--- src/source/char_pkg.sv ---
package char_pkg;

    typedef logic [10:0] coord_t;       // screen pixel coordinate
    typedef logic [1:0]  wb_addr_t;     // host register index

    typedef struct packed {
        logic left;
        logic right;
        logic jump;
        logic up;
        logic down;
        logic start;
    } key_cmd_t;

    typedef struct packed {
        coord_t xpos;
        coord_t ypos;
    } char_pos_t;

    typedef struct packed {
        logic on_ladder;
        logic airborne;
        logic busy;
    } char_status_t;

    // screen
    localparam coord_t HOR_PIXELS  = 11'd800;
    localparam coord_t CHAR_WIDTH  = 11'd32;
    localparam coord_t START_XPOS  = 11'd100;
    localparam coord_t START_YPOS  = 11'd500;
    localparam coord_t JUMP_HEIGHT = 11'd24;

    // level map, y grows downwards
    localparam coord_t FLOOR_Y0 = 11'd500;  // bottom
    localparam coord_t FLOOR_Y1 = 11'd400;
    localparam coord_t FLOOR_Y2 = 11'd300;  // top
    localparam coord_t LADDER_X_LO = 11'd300;
    localparam coord_t LADDER_X_HI = 11'd316;

    // host readout
    localparam wb_addr_t WB_ADDR_POS    = 2'd0;  // {ypos, xpos}
    localparam wb_addr_t WB_ADDR_STATUS = 2'd1;

endpackage

--- src/source/key_decoder.sv ---
`timescale 1ns/1ns

module key_decoder (
    input  logic               clk,
    input  logic               rst,
    input  logic               left,
    input  logic               right,
    input  logic               jump,
    input  logic               up,
    input  logic               down,
    input  logic               start_game,
    input  logic               hit,
    output char_pkg::key_cmd_t key,
    output logic               hit_sync
);

    import char_pkg::*;

    key_cmd_t raw;
    key_cmd_t meta;
    key_cmd_t stable;
    logic     hit_meta;
    logic     hit_stable;
    logic     started;
    logic     started_nxt;

    assign raw = '{
        left:  left,
        right: right,
        jump:  jump,
        up:    up,
        down:  down,
        start: start_game
    };

    // latched start, includes the cycle it is first seen
    assign started_nxt = started | stable.start;

    always_ff @(posedge clk) begin
        if (rst) begin
            meta       <= '0;
            stable     <= '0;
            hit_meta   <= 1'b0;
            hit_stable <= 1'b0;
        end else begin
            meta       <= raw;      // first sync stage
            stable     <= meta;
            hit_meta   <= hit;
            hit_stable <= hit_meta;
        end
    end

    always_ff @(posedge clk) begin
        if (rst) begin
            started  <= 1'b0;
            key      <= '0;
            hit_sync <= 1'b0;
        end else begin
            started   <= started_nxt;
            key.left  <= stable.left  & started_nxt;   // masked until start
            key.right <= stable.right & started_nxt;
            key.jump  <= stable.jump  & started_nxt;
            key.up    <= stable.up    & started_nxt;
            key.down  <= stable.down  & started_nxt;
            key.start <= started_nxt;
            hit_sync  <= hit_stable;
        end
    end

endmodule

--- src/source/map_control.sv ---
`timescale 1ns/1ns

module map_control (
    input  char_pkg::char_pos_t pos,
    output logic                ladder,
    output char_pkg::coord_t    floor_above,
    output char_pkg::coord_t    floor_below
);

    import char_pkg::*;

    coord_t right_edge;
    logic   left_of_ladder;
    logic   right_of_ladder;

    assign right_edge = pos.xpos + CHAR_WIDTH;

    // sprite box vs ladder column
    assign left_of_ladder  = (right_edge <= LADDER_X_LO);
    assign right_of_ladder = (pos.xpos >= LADDER_X_HI);
    assign ladder          = !left_of_ladder && !right_of_ladder;

    // nearest row strictly above y
    always_comb begin
        if (pos.ypos > FLOOR_Y0) begin
            floor_above = FLOOR_Y0;
        end else if (pos.ypos > FLOOR_Y1) begin
            floor_above = FLOOR_Y1;
        end else begin
            floor_above = FLOOR_Y2;     // also the clamp at the top
        end
    end

    // nearest row strictly below y
    always_comb begin
        if (pos.ypos < FLOOR_Y2) begin
            floor_below = FLOOR_Y2;
        end else if (pos.ypos < FLOOR_Y1) begin
            floor_below = FLOOR_Y1;
        end else begin
            floor_below = FLOOR_Y0;     // also the clamp at the bottom
        end
    end

endmodule

--- src/source/char_movement.sv ---
`timescale 1ns/1ns

module char_movement #(
    parameter int STEP_DIV = 3,
    parameter int JUMP_DIV = 2
) (
    input  logic                   clk,
    input  logic                   rst,
    input  char_pkg::key_cmd_t     key,
    input  logic                   hit_sync,
    input  logic                   ladder,
    input  char_pkg::coord_t       floor_above,
    input  char_pkg::coord_t       floor_below,
    output char_pkg::char_pos_t    pos,
    output char_pkg::char_status_t status
);

    import char_pkg::*;

    localparam int     STEP_W = (STEP_DIV > 0) ? $clog2(STEP_DIV + 1) : 1;
    localparam int     JUMP_W = (JUMP_DIV > 0) ? $clog2(JUMP_DIV + 1) : 1;
    localparam coord_t X_MAX  = HOR_PIXELS - CHAR_WIDTH;

    typedef enum logic [3:0] {
        ST_IDLE,
        ST_IDLE_LADDER,
        ST_GO_LEFT,
        ST_GO_RIGHT,
        ST_JUMP,
        ST_FALL,
        ST_GO_UP,
        ST_GO_DOWN,
        ST_RESTART
    } state_t;

    state_t            state;
    state_t            state_nxt;
    char_pos_t         pos_nxt;
    char_status_t      status_nxt;
    logic [STEP_W-1:0] step_cnt;
    logic [JUMP_W-1:0] vert_cnt;
    logic [JUMP_W-1:0] vert_cnt_nxt;
    coord_t            vel;
    coord_t            vel_nxt;
    coord_t            save_y;
    coord_t            save_y_nxt;
    coord_t            apex_y;
    coord_t            drift_x;
    logic              climb_done;
    logic              climb_done_nxt;
    logic              tick;
    logic              vert_tick;
    logic              on_floor;

    assign tick      = (step_cnt == STEP_W'(STEP_DIV));
    assign vert_tick = tick && (vert_cnt == JUMP_W'(JUMP_DIV));
    assign apex_y    = save_y - JUMP_HEIGHT;
    assign on_floor  = (pos.ypos == FLOOR_Y0) || (pos.ypos == FLOOR_Y1) ||
                       (pos.ypos == FLOOR_Y2);

    // free running step pacing
    always_ff @(posedge clk) begin
        if (rst) begin
            step_cnt <= '0;
        end else begin
            step_cnt <= tick ? '0 : step_cnt + 1'b1;
        end
    end

    // sideways drift while airborne
    always_comb begin
        drift_x = pos.xpos;
        if (key.left && (pos.xpos != '0)) begin
            drift_x = pos.xpos - 1'b1;
        end else if (key.right && (pos.xpos < X_MAX)) begin
            drift_x = pos.xpos + 1'b1;
        end
    end

    always_comb begin
        state_nxt      = state;
        pos_nxt        = pos;
        vel_nxt        = vel;
        save_y_nxt     = save_y;
        vert_cnt_nxt   = vert_cnt;
        climb_done_nxt = climb_done;
        case (state)
            ST_IDLE: begin
                if (key.jump) begin
                    state_nxt    = ST_JUMP;
                    save_y_nxt   = pos.ypos;    // landing row
                    vel_nxt      = coord_t'(1);
                    vert_cnt_nxt = '0;
                end else if (key.up && ladder && (pos.ypos > floor_above)) begin
                    state_nxt      = ST_GO_UP;
                    climb_done_nxt = 1'b0;
                end else if (key.down && ladder && (pos.ypos < floor_below)) begin
                    state_nxt      = ST_GO_DOWN;
                    climb_done_nxt = 1'b0;
                end else if (key.left) begin
                    state_nxt = ST_GO_LEFT;
                end else if (key.right) begin
                    state_nxt = ST_GO_RIGHT;
                end
            end
            ST_GO_LEFT: begin
                if (!key.left) begin
                    state_nxt = ST_IDLE;
                end else if (tick && (pos.xpos != '0)) begin
                    pos_nxt.xpos = pos.xpos - 1'b1;
                end
            end
            ST_GO_RIGHT: begin
                if (!key.right) begin
                    state_nxt = ST_IDLE;
                end else if (tick && (pos.xpos < X_MAX)) begin
                    pos_nxt.xpos = pos.xpos + 1'b1;
                end
            end
            ST_JUMP: begin
                if (tick) begin
                    pos_nxt.xpos = drift_x;
                    vert_cnt_nxt = vert_tick ? '0 : vert_cnt + 1'b1;
                end
                if (vert_tick) begin
                    if ((pos.ypos - vel) <= apex_y) begin
                        pos_nxt.ypos = apex_y;  // clamp at apex, start falling
                        vel_nxt      = coord_t'(1);
                        state_nxt    = ST_FALL;
                    end else begin
                        pos_nxt.ypos = pos.ypos - vel;
                        vel_nxt      = vel + 1'b1;
                    end
                end
            end
            ST_FALL: begin
                if (tick) begin
                    pos_nxt.xpos = drift_x;
                    vert_cnt_nxt = vert_tick ? '0 : vert_cnt + 1'b1;
                end
                if (vert_tick) begin
                    if ((pos.ypos + vel) >= save_y) begin
                        pos_nxt.ypos = save_y;
                        vel_nxt      = '0;
                        state_nxt    = ST_IDLE;
                    end else begin
                        pos_nxt.ypos = pos.ypos + vel;
                        vel_nxt      = vel + 1'b1;
                    end
                end
            end
            ST_GO_UP: begin
                if (!key.up) begin
                    state_nxt = ST_IDLE_LADDER;
                end else if (tick) begin
                    if ((pos.ypos - 1'b1) <= floor_above) begin
                        pos_nxt.ypos   = floor_above;
                        climb_done_nxt = 1'b1;
                        state_nxt      = ST_IDLE_LADDER;
                    end else begin
                        pos_nxt.ypos = pos.ypos - 1'b1;
                    end
                end
            end
            ST_GO_DOWN: begin
                if (!key.down) begin
                    state_nxt = ST_IDLE_LADDER;
                end else if (tick) begin
                    if ((pos.ypos + 1'b1) >= floor_below) begin
                        pos_nxt.ypos   = floor_below;
                        climb_done_nxt = 1'b1;
                        state_nxt      = ST_IDLE_LADDER;
                    end else begin
                        pos_nxt.ypos = pos.ypos + 1'b1;
                    end
                end
            end
            ST_IDLE_LADDER: begin
                if (!key.up && !key.down) begin
                    climb_done_nxt = 1'b0;      // wait for release after a stop
                    if (on_floor) begin
                        state_nxt = ST_IDLE;
                    end
                end else if (!climb_done) begin
                    if (key.up && (pos.ypos > floor_above)) begin
                        state_nxt = ST_GO_UP;
                    end else if (key.down && (pos.ypos < floor_below)) begin
                        state_nxt = ST_GO_DOWN;
                    end
                end
            end
            ST_RESTART: begin
                pos_nxt        = '{xpos: START_XPOS, ypos: START_YPOS};
                vel_nxt        = '0;
                save_y_nxt     = START_YPOS;
                vert_cnt_nxt   = '0;
                climb_done_nxt = 1'b0;
                state_nxt      = ST_IDLE;
            end
            default: begin
                state_nxt = ST_IDLE;
            end
        endcase
        if (hit_sync) begin
            state_nxt = ST_RESTART;     // overrides any move
        end
    end

    always_comb begin
        status_nxt.on_ladder = state_nxt inside {ST_IDLE_LADDER, ST_GO_UP, ST_GO_DOWN};
        status_nxt.airborne  = state_nxt inside {ST_JUMP, ST_FALL};
        status_nxt.busy      = (state_nxt != ST_IDLE);
    end

    always_ff @(posedge clk) begin
        if (rst) begin
            state      <= ST_IDLE;
            pos        <= '{xpos: START_XPOS, ypos: START_YPOS};
            status     <= '0;
            vel        <= '0;
            save_y     <= START_YPOS;
            vert_cnt   <= '0;
            climb_done <= 1'b0;
        end else begin
            state      <= state_nxt;
            pos        <= pos_nxt;
            status     <= status_nxt;
            vel        <= vel_nxt;
            save_y     <= save_y_nxt;
            vert_cnt   <= vert_cnt_nxt;
            climb_done <= climb_done_nxt;
        end
    end

endmodule

--- src/source/pos_wb_slave.sv ---
`timescale 1ns/1ns

module pos_wb_slave (
    input  logic                   clk,
    input  logic                   rst,
    input  logic                   cyc,
    input  logic                   stb,
    input  logic                   we,
    input  char_pkg::wb_addr_t     adr,
    output logic [31:0]            dat_r,
    output logic                   ack,
    input  char_pkg::char_pos_t    pos,
    input  char_pkg::char_status_t status
);

    import char_pkg::*;

    localparam int STATUS_PAD = 32 - $bits(char_status_t);

    logic        req;
    logic [31:0] rd_word;

    // new request only, no second ack on a held strobe
    assign req = cyc && stb && !ack;

    always_comb begin
        case (adr)
            WB_ADDR_POS: begin
                rd_word = {5'd0, pos.ypos, 5'd0, pos.xpos};
            end
            WB_ADDR_STATUS: begin
                rd_word = {{STATUS_PAD{1'b0}}, status};
            end
            default: begin
                rd_word = '0;   // unmapped
            end
        endcase
    end

    always_ff @(posedge clk) begin
        if (rst) begin
            ack <= 1'b0;
        end else begin
            ack <= req;
        end
    end

    always_ff @(posedge clk) begin
        if (req) begin
            dat_r <= we ? '0 : rd_word;    // writes are dropped
        end
    end

endmodule

--- src/source/char_top.sv ---
`timescale 1ns/1ns

module char_top #(
    parameter int STEP_DIV = 3,
    parameter int JUMP_DIV = 2
) (
    input  logic               clk,
    input  logic               rst,
    input  logic               left,
    input  logic               right,
    input  logic               jump,
    input  logic               up,
    input  logic               down,
    input  logic               start_game,
    input  logic               hit,
    input  logic               cyc,
    input  logic               stb,
    input  logic               we,
    input  char_pkg::wb_addr_t adr,
    output logic [31:0]        dat_r,
    output logic               ack
);

    import char_pkg::*;

    key_cmd_t     key;
    logic         hit_sync;
    char_pos_t    pos;
    char_status_t status;
    logic         ladder;
    coord_t       floor_above;
    coord_t       floor_below;

    key_decoder i_key_decoder (
        .clk,
        .rst,
        .left,
        .right,
        .jump,
        .up,
        .down,
        .start_game,
        .hit,
        .key,
        .hit_sync
    );

    map_control i_map_control (
        .pos,
        .ladder,
        .floor_above,
        .floor_below
    );

    char_movement #(
        .STEP_DIV(STEP_DIV),
        .JUMP_DIV(JUMP_DIV)
    ) i_char_movement (
        .clk,
        .rst,
        .key,
        .hit_sync,
        .ladder,
        .floor_above,
        .floor_below,
        .pos,
        .status
    );

    pos_wb_slave i_pos_wb_slave (
        .clk,
        .rst,
        .cyc,
        .stb,
        .we,
        .adr,
        .dat_r,
        .ack,
        .pos,
        .status
    );

endmodule

--- config.mk ---
export PLATFORM = sky130hd
export DESIGN_NAME = char_top
export DESIGN_NICKNAME = d
export VERILOG_FILES = /design/src/source/char_pkg.sv /design/src/source/key_decoder.sv /design/src/source/map_control.sv /design/src/source/char_movement.sv /design/src/source/pos_wb_slave.sv /design/src/source/char_top.sv
export SDC_FILE = /design/constraint.sdc
export NUM_CORES = 1
export LEC_CHECK = 0
export BUFFER_PORTS_ARGS = -buffer_cell sky130_fd_sc_hd__buf_2
export CAP_MARGIN = 20
export CORE_MARGIN = 3
export CORE_UTILIZATION = 40
export CTS_CLUSTER_SIZE = 28
export DETAILED_ROUTE_END_ITERATION = 16
export GPL_ROUTABILITY_DRIVEN = 1
export GPL_TIMING_DRIVEN = 0
export PLACE_DENSITY = 0.66
export SYNTH_ARGS = -nofsm -noshare
export SYNTH_HDL_FRONTEND = slang
export SYNTH_SLANG_ARGS = --single-unit
--- constraint.sdc ---
create_clock -name clk -period 9.36 [get_ports clk]
set_input_delay 1.872 -clock clk [delete_from_list [all_inputs] [get_ports clk]]
set_output_delay 1.872 -clock clk [all_outputs]
set_load 0.05 [all_outputs]
Yosys cells after proc, flatten, opt, wreduce, memory -nomap -nowiden
Cells that the tools add are included.
W data, S select, Z words.

storage, ports and cells
  input port bits = 14
  bits in writable memories = 0
  word-level logic and storage cells = 214
  bits in read-only memories = 0
  latch bits = 0
  memories = 0
  flip-flop bits (word level) = 110
  output and inout port bits = 33

cells by class
  shifts and indexed selects = 0
  bitwise logic cells = 6
  multiplexer cells = 71
  reduce and logical (&&, ||, !) cells = 42
  order comparisons = 13
  div/mod/pow operators = 0
  multiply operators = 0
  eq/ne operators = 37
  add/sub/neg operators = 11

operators by type and width
  kind                     count
  $mux W11                 25
  $mux W4                  23
  $pmux W11 S4             2
  $pmux W11 S5             1
  $pmux W27 S2             1
  $add A11 B1 Y11 const B  3
  $eq A11 B9 Y1 const B    3
  $eq A4 B3 Y1 const B     8
  $pmux W4 S8              1
  $ge A11 B11 Y1           2
  $gt A11 B9 Y1 const B    2
  $le A11 B11 Y1           2
  $lt A11 B9 Y1 const B    2
  $pmux W11 S2             1
  $sub A11 B1 Y11 const B  2
  $ne A2 B1 Y1 const B     10
  $logic_and A1 B1 Y1      15
  $reduce_and A7 Y1        2
  $ne A2 B2 Y1 const B     6
  $reduce_bool A4 Y1       3
  $add A11 B11 Y11         1
  $add A11 B6 Y11 const B  1
  $ge A11 B9 Y1 const B    1
  $gt A11 B11 Y1           1
  other kinds (33)         62

Logic depth before layout (Yosys ltp)
Gate-level depths: netlist of run 1.

  word-level depth = 13
  gate-level depth with buffers = 21
  depth with buffers taken out = 18

Cells and area by module
A second synthesis of run 1 with hierarchy kept.

unflattened totals
  cells, all modules = 1041
  area total of the unflattened synthesis = 8503.2 µm²

modules (own cells, without submodules)
  module         area an instance (µm²)  instances  cells each  sequential area each (µm²)
  char_movement  6557.5                  1          879         1121.1
  pos_wb_slave   982.2                   1          64          680.7
  key_decoder    583.1                   1          44          420.4
  map_control    380.4                   1          54          0.0

Worst setup path after synthesis of run 1
No wires, ideal clock.

  kind = flip-flop to flip-flop
  start point = register, netlist name i_char_movement.pos[1]
  end point = register i_char_movement.vel[2]
  buffers on the path = 3
  slack = 4.958 ns
  library setup time = 0.091 ns
  required time = 9.269 ns
  data arrival time = 4.311 ns
  cell stages (with the launch flop) = 19
  period minus slack after synthesis = 4.402 ns
  cell sequence = dfxtp_1 > clkbuf_1 > inv_1 > fa_1 > o21ba_2 > or4_1 > a31oi_1 > xnor2_1 > ha_1 > a21o_1 > a21oi_1 > o2111ai_1 > o211ai_1 > a32oi_1 > nor2b_1 > clkbuf_1 > buf_1 > a21oi_1 > a311oi_1

between the ends
  cells in the longest elaborated chain, start to end = 5
  elaborated cells on any way between the ends = 9
  those cells by class = add/sub (2); order compare (2); mux (5)

ends and longest elaborated chain
  element                                                      RTL line                                    text
  $add A11 B11 Y11 / $sub A11 B11 Y11 (equally long branches)  char_movement.sv:142, char_movement.sv:126
  $ge A11 B11 Y1 / $le A11 B11 Y1 (equally long branches)      char_movement.sv:142, char_movement.sv:126
  $mux W11 (on tied branches)                                  char_movement.sv:142, char_movement.sv:126
  $mux W11 (on tied branches)                                  char_movement.sv:141, char_movement.sv:125
  $pmux W11 S4 (*)                                             char_movement.sv:87                         case (state)
  end signal, assigned                                         char_movement.sv:228                        vel <= vel_nxt;
  end, declared                                                char_movement.sv:43                         coord_t vel;

Mark *: on every way between the ends. The rest lies on a longest branch, timed or not. The select of a mux whose other input is x is not followed.
A chain may end at the register's enable or synchronous reset.

Worst setup path after layout of run 1
  start point = register, netlist name i_char_movement.pos[1]
  end point = register i_char_movement.vel[9]

between the ends
  cells in the longest elaborated chain, start to end = 5
  elaborated cells on any way between the ends = 9
  those cells by class = add/sub (2); order compare (2); mux (5)

ends and longest elaborated chain
  element                                                      RTL line
  $add A11 B11 Y11 / $sub A11 B11 Y11 (equally long branches)  char_movement.sv:142, char_movement.sv:126
  $ge A11 B11 Y1 / $le A11 B11 Y1 (equally long branches)      char_movement.sv:142, char_movement.sv:126
  $mux W11 (on tied branches)                                  char_movement.sv:142, char_movement.sv:126
  $mux W11 (on tied branches)                                  char_movement.sv:141, char_movement.sv:125
  $pmux W11 S4 (*)                                             char_movement.sv:87

Marked as above.

==> results of run 1 <==
synthesized netlist by cell type, types with 7 or more instances:
cell type	instances
buf_4	11
and3_1	14
a21oi_1	79
o21ai_0	47
a31oi_1	14
xnor2_1	23
ha_1	76
buf_2	8
nor3_1	33
edfxtp_1	22
dfxtp_1	78
nor4_1	7
mux2i_1	12
nand2b_1	18
nand3_1	25
inv_1	57
nand2_1	66
o21a_1	7
a21o_1	7
nor2_1	81
nor2b_1	25
and2_1	31
nand3b_1	7
clkbuf_1	39
a211oi_1	15
a311oi_1	16
nand4_1	9
xor2_1	15
o211ai_1	12
o31ai_1	7
worst register-to-register path: cells and delay by family (launching register included):
family | cells | cell delay, ns
compound gates | 8 | 1.89
buf+inv | 4 | 1.81
fa+ha+maj | 2 | 0.83
simple gates | 3 | 0.73
flops | 1 | 0.54
xor+xnor | 1 | 0.21
state kept, by name, indices dropped and copies added (netlist names), 2 cells and up:
name / count
i_char_movement.pos: 22
i_char_movement.vert_cnt: 2
i_char_movement.vel: 11
i_key_decoder.key: 5
i_char_movement.save_y: 11
i_char_movement.step_cnt: 2
i_key_decoder.meta: 6
i_char_movement.status: 3
i_char_movement.state: 4
i_key_decoder.stable: 6
i_pos_wb_slave.dat_r: 22
through the flow:
step	total power, W	util
after global routing	0.00112	0.459
after detailed placement	0.000697	0.444
after global placement	0.000694	0.443
final	0.00107	0.459
after floorplan	0.000639	-
after CTS	0.00107	0.459
power breakdown:
part | internal, W | switching (W) | leakage [nW]
Sequential | 0.000455 | 0.00000702 | 0.845
Clock | 0.000187 | 0.000192 | 0.140
Combinational | 0.0000773 | 0.000153 | 2.42
per-layer routing:
metal  GRT usage  vias to the layer above  routed length [um]
met5           0                        -                   0
met4      0.0654                        0                 577
met3      0.0338                       41                1410
met2       0.335                      268               10500
met1       0.303                     3502               10700
li1            -                     3674                   -
worst max path at each step:
stage,cells after the start,endpoint,slack [ns],from
2_1_floorplan,18,i_char_movement.vel[2]$_SDFFE_PP0P_,4.96,i_char_movement.pos[1]$_SDFFE_PP0P_
3_3_place_gp,18,i_char_movement.vel[9]$_SDFFE_PP0P_,3.41,i_char_movement.pos[1]$_SDFFE_PP0P_
3_5_place_dp,18,i_char_movement.vel[10]$_SDFFE_PP0P_,3.43,i_char_movement.pos[1]$_SDFFE_PP0P_
4_1_cts,18,i_char_movement.vel[9]$_SDFFE_PP0P_,3.35,i_char_movement.pos[1]$_SDFFE_PP0P_
5_1_grt,18,i_char_movement.vel[10]$_SDFFE_PP0P_,2.89,i_char_movement.pos[1]$_SDFFE_PP0P_
6_report,18,i_char_movement.vel[9]$_SDFFE_PP0P_,3.25,i_char_movement.pos[1]$_SDFFE_PP0P_
area by class of cell:
cell class	instances	area, sq um
fillers	1908	10300
multi-input cells	765	5190
flip-flops and latches	100	2220
well taps	260	325
plain buffers	66	322
clock buffers	10	229
inverters	57	214
repair buffers	36	190
clock inverters	6	60.1
cells by family after synthesis:
family | after synthesis | share of synthesized area
AND/OR/NAND/NOR | 352 | 0.233
buffers and inverters | 123 | 0.0676
XOR/XNOR | 38 | 0.0420
AO/OA/AOI/OAI | 274 | 0.234
adder cells (fa/ha/maj) | 78 | 0.125
other | 1 | 0.000474
multiplexers | 13 | 0.0166
flip-flops | 100 | 0.281
==> results_dict.tcl, run 1 <==
set metrics [dict create \
    num_rows 50 \
    slew_viol_final 0 \
    r2r-end "i_char_movement.vel[9]$_SDFFE_PP0P_" \
    layout-drive-gt1-share 0.0923 \
    outcome "finished clean" \
    pre_cts_ws_ns 3.43 \
    ir_drop_mv 0.0849 \
    final_cells 1300 \
    ant_nets 0 \
    reg2reg_slack_ns 3.25 \
    clk_pin_slew_ns 0.08 \
    post_cts_buffers 0 \
    io_pins 47 \
    clk_path_buf_depth 2 \
    cts_tree "done" \
    r2r.worst_path.cells 18 \
    routed_wl_um 23200 \
    synth-edff-count 22 \
    crit_path_max_fanout 10 \
    whs_ns 0.429 \
    grt_pass1_wl_um 37300 \
    syn_avg_cell_area_sq_um 8.09 \
    crit_buf_inv 4 \
    slowest_delay_ns 0.55 \
    hpwl_um 17700 \
    vias 7485 \
    grt_usage 0.214 \
    clk_latency_ns 0.36 \
    htreeDepth 3 \
    post-route-drc-count 0 \
    worst_pin_slew_ns 1.18 \
    cap_violations 0 \
    synth_area_leader_cell "dfxtp_1" \
    synth_area_sq_um 7920 \
    crit_chain "clkbuf_1, inv_1, fa_1, o21ba_2, or4_1, a31oi_1, xnor2_1, ha_1, a21o_1, a21oi_1, o2111ai_1, o211ai_1, a32oi_1, nor2b_1, clkbuf_1, buf_1, nand2_1, a311oi_1" \
    hold_end "i_key_decoder.key[3]$_SDFF_PP0_" \
    rsz0062_at_grt "no" \
    yosys_warnings 0 \
    place_area_sq_um 8470 \
    wl_per_cell_um 17.8 \
    cts_root_buffer "clkbuf_16" \
    min_path_type "flip-flop to flip-flop" \
    fin_ws_ns 3.25 \
    hold_violations 0 \
    dieArea_sq_um 21500 \
    crit_arrival_ns 6.37 \
    setup_viol 0 \
    grt_max_degree 20 \
    path_delay_family "compound AO/OA/AOI/OAI gates" \
    synth_seq_cells 100 \
    dieHeight_um 147 \
    async_flop_share 0 \
    cts_resized 0 \
    drtIter0Drc 694 \
    min_from "i_key_decoder.stable[3]$_SDFF_PP0_" \
    slew_headroom 0.205 \
    area_delta_synth_final_pct 10.6 \
    hold_depth 1 \
    required_ns 9.62 \
    synth_area_leaders "dfxtp_1, ha_1, edfxtp_1, a21oi_1, nor2_1" \
    clock-sinks 100 \
    yosysSeqAreaShare 0.281 \
    antenna_found_initial 0 \
    yosysTopAreaCellShare 0.197 \
    crit_top_cell "clkbuf_1" \
    drt_pass1_iterations 5 \
    port_buffers 35 \
    num_antenna_cells 0 \
    layout_commonest_cell "nor2_1" \
    cts_hold_buf 0 \
    period_minus_slack_ns 6.11 \
    postLayoutCellArea_sq_um 8760 \
    cp-end-kind "flip-flop" \
    post-place-cells 1284 \
    power.density_nw_per_um2 122 \
    cts_buffers 9 \
    initial_utilization 0.415 \
    max_freq_ghz 0.164 \
    path_class "flip-flop to flip-flop" \
    grt_pass1_vias 6853 \
    gp_congestion 0.950 \
    die_w_um 147 \
    nets 1127 \
    critPathLaunchType "flip-flop" \
    reg2reg_from "i_char_movement.pos[1]$_SDFFE_PP0P_" \
    skew_ns 0.0109 \
    core_area_sq_um 19100 \
    p_leak_nw 3.41 \
    viasPerCell 5.76 \
    critical_path.slowest_cell "clkbuf_1" \
    period_share 0.653 \
    final_cell_mix "nor2_1, a21oi_1, dfxtp_1" \
    synthCells 979 \
    gr-total-overflow 0 \
    synth_cell_type_count 85 \
    tns_ns 0 \
    synthFlopType "dfxtp_1" \
]
Note: power is estimated with default switching activity, not from simulation.
==> run 2: changes to the inputs <==
clock period = 6.14 ns   (was 9.36 ns; I/O delays follow)
==> results_dict.tcl, run 2 (same netlist as run 1, synthesis figures left out) <==
set metrics [dict create \
    gr-total-overflow 0 \
    layout-drive-gt1-share 0.0952 \
    dieArea_sq_um 21500 \
    r2r-end "i_char_movement.vel[9]$_SDFFE_PP0P_" \
    period_minus_slack_ns 5.67 \
    grt_usage 0.214 \
    critPathLaunchType "flip-flop" \
    reg2reg_slack_ns 0.47 \
    post_cts_buffers 0 \
    clk_latency_ns 0.36 \
    worst_pin_slew_ns 1.11 \
    reg2reg_from "i_char_movement.pos[1]$_SDFFE_PP0P_" \
    top_regs "i_char_movement.pos: 22 flops, i_pos_wb_slave.dat_r: 22 flops" \
    required_ns 6.40 \
    die_w_um 147 \
    cts_tree "done" \
    grt_pass1_vias 6853 \
    hold_depth 1 \
    htreeDepth 3 \
    gp_congestion 0.950 \
    rsz0062_at_grt "no" \
    min_path_type "flip-flop to flip-flop" \
    pre_cts_ws_ns 0.206 \
    drt_pass1_iterations 6 \
    hold_end "i_key_decoder.key[3]$_SDFF_PP0_" \
    crit_top_cell "clkbuf_2" \
    fin_total_pwr_w 0.00164 \
    fin_ws_ns 0.470 \
    min_from "i_key_decoder.stable[3]$_SDFF_PP0_" \
    cts_root_buffer "clkbuf_16" \
    viasPerCell 5.76 \
    clk_pin_slew_ns 0.08 \
    drtIter0Drc 699 \
    num_rows 50 \
    initial_utilization 0.415 \
    wl_per_cell_um 17.8 \
    skew_ns 0.0108 \
    hpwl_um 17700 \
    port_buffers 35 \
    clock-sinks 100 \
    slew_viol_final 0 \
    io_pins 47 \
    crit_path_max_fanout 10 \
    period_share 0.923 \
    vias 7493 \
    path_delay_family "compound AO/OA/AOI/OAI gates" \
    ir_drop_mv 0.129 \
    power.density_nw_per_um2 187 \
    crit_buf_inv 4 \
    r2r.worst_path.cells 18 \
    nets 1127 \
    slowest_delay_ns 0.56 \
    max_freq_ghz 0.176 \
    clk_path_buf_depth 2 \
    dieHeight_um 147 \
    cap_violations 0 \
    core_area_sq_um 19100 \
    ant_nets 0 \
    grt_max_degree 20 \
    num_antenna_cells 0 \
    cts_buffers 9 \
    outcome "finished clean" \
    setup_viol 0 \
    post-route-drc-count 0 \
    routed_wl_um 23200 \
    crit_chain "clkbuf_2, inv_1, fa_1, o21ba_2, or4_1, a31oi_1, xnor2_1, ha_1, a21o_1, a21oi_1, o2111ai_1, o211ai_1, a32oi_1, nor2b_1, clkbuf_1, clkbuf_2, nand2_1, a311oi_1" \
    p_leak_nw 3.42 \
    grt_pass1_wl_um 37300 \
    cp-end-kind "flip-flop" \
    hold_violations 0 \
    final_cell_mix "nor2_1, a21oi_1, dfxtp_1" \
    layout_commonest_cell "nor2_1" \
    antenna_found_initial 0 \
    slew_headroom 0.251 \
    tns_ns 0 \
    critical_path.slowest_cell "dfxtp_1" \
    crit_arrival_ns 5.93 \
    path_class "flip-flop to flip-flop" \
    area_delta_synth_final_pct 10.7 \
]
-- run 2: changes by cell type in the layout (fill, tap and decap cells not counted), sizes merged --
cell	previous run	this run
buf	63	62
clkbuf	49	50
-- run 2: worst max-delay path by stage --
stage	endpoint	slack, ns	cells past startpoint	start
4_1_cts	i_char_movement.vel[9]$_SDFFE_PP0P_	0.13	18	i_char_movement.pos[1]$_SDFFE_PP0P_
3_3_place_gp	i_char_movement.vel[9]$_SDFFE_PP0P_	0.19	18	i_char_movement.pos[1]$_SDFFE_PP0P_
2_1_floorplan	i_char_movement.vel[2]$_SDFFE_PP0P_	1.74	18	i_char_movement.pos[1]$_SDFFE_PP0P_
5_1_grt	i_char_movement.vel[10]$_SDFFE_PP0P_	0.14	18	i_char_movement.pos[1]$_SDFFE_PP0P_
3_5_place_dp	i_char_movement.vel[10]$_SDFFE_PP0P_	0.21	18	i_char_movement.pos[1]$_SDFFE_PP0P_
6_report	i_char_movement.vel[9]$_SDFFE_PP0P_	0.47	18	i_char_movement.pos[1]$_SDFFE_PP0P_
-- run 2: layer usage --
metal / wire (um) / global-route usage / vias to the layer above
met5: 0 / 0 / -
met4: 597 / 0.0654 / 0
met3: 1430 / 0.0338 / 44
met2: 10500 / 0.335 / 263
met1: 10700 / 0.303 / 3512
li1: - / - / 3674
-- run 2: area by class of cell --
cell class | instances | area, sq um
fill | 1906 | 10300
multi-input combinational | 765 | 5200
sequential | 100 | 2220
buffer | 66 | 325
tap | 260 | 325
clock buffer | 10 | 229
inverter | 57 | 214
timing repair buffer | 36 | 190
clock inverter | 6 | 60.1
-- run 2: power breakdown --
| part | internal (W) | switching, W |
|---|---|---|
| registers | 0.000693 | 0.0000108 |
| logic | 0.000118 | 0.000234 |
| clock network | 0.000285 | 0.000294 |
| total | 0.00110 | 0.000539 |
-- run 2: stage by stage --
step / std cells / area (sq um) / util / hold slack, ns
2_1_floorplan: 988 / 7950 / - / 0.406
3_3_place_gp: 1283 / 8450 / 0.443 / 0.408
3_5_place_dp: 1284 / 8470 / 0.444 / 0.411
4_1_cts: 1300 / 8760 / 0.459 / 0.432
5_1_grt: 1300 / 8760 / 0.459 / 0.454
6_report: 1300 / 8760 / 0.459 / 0.429
-- run 2: what timing repair did --
item	CTS	global route
setup endpoints to repair	0	11
resized for setup	0	7
hold buffers	0	0
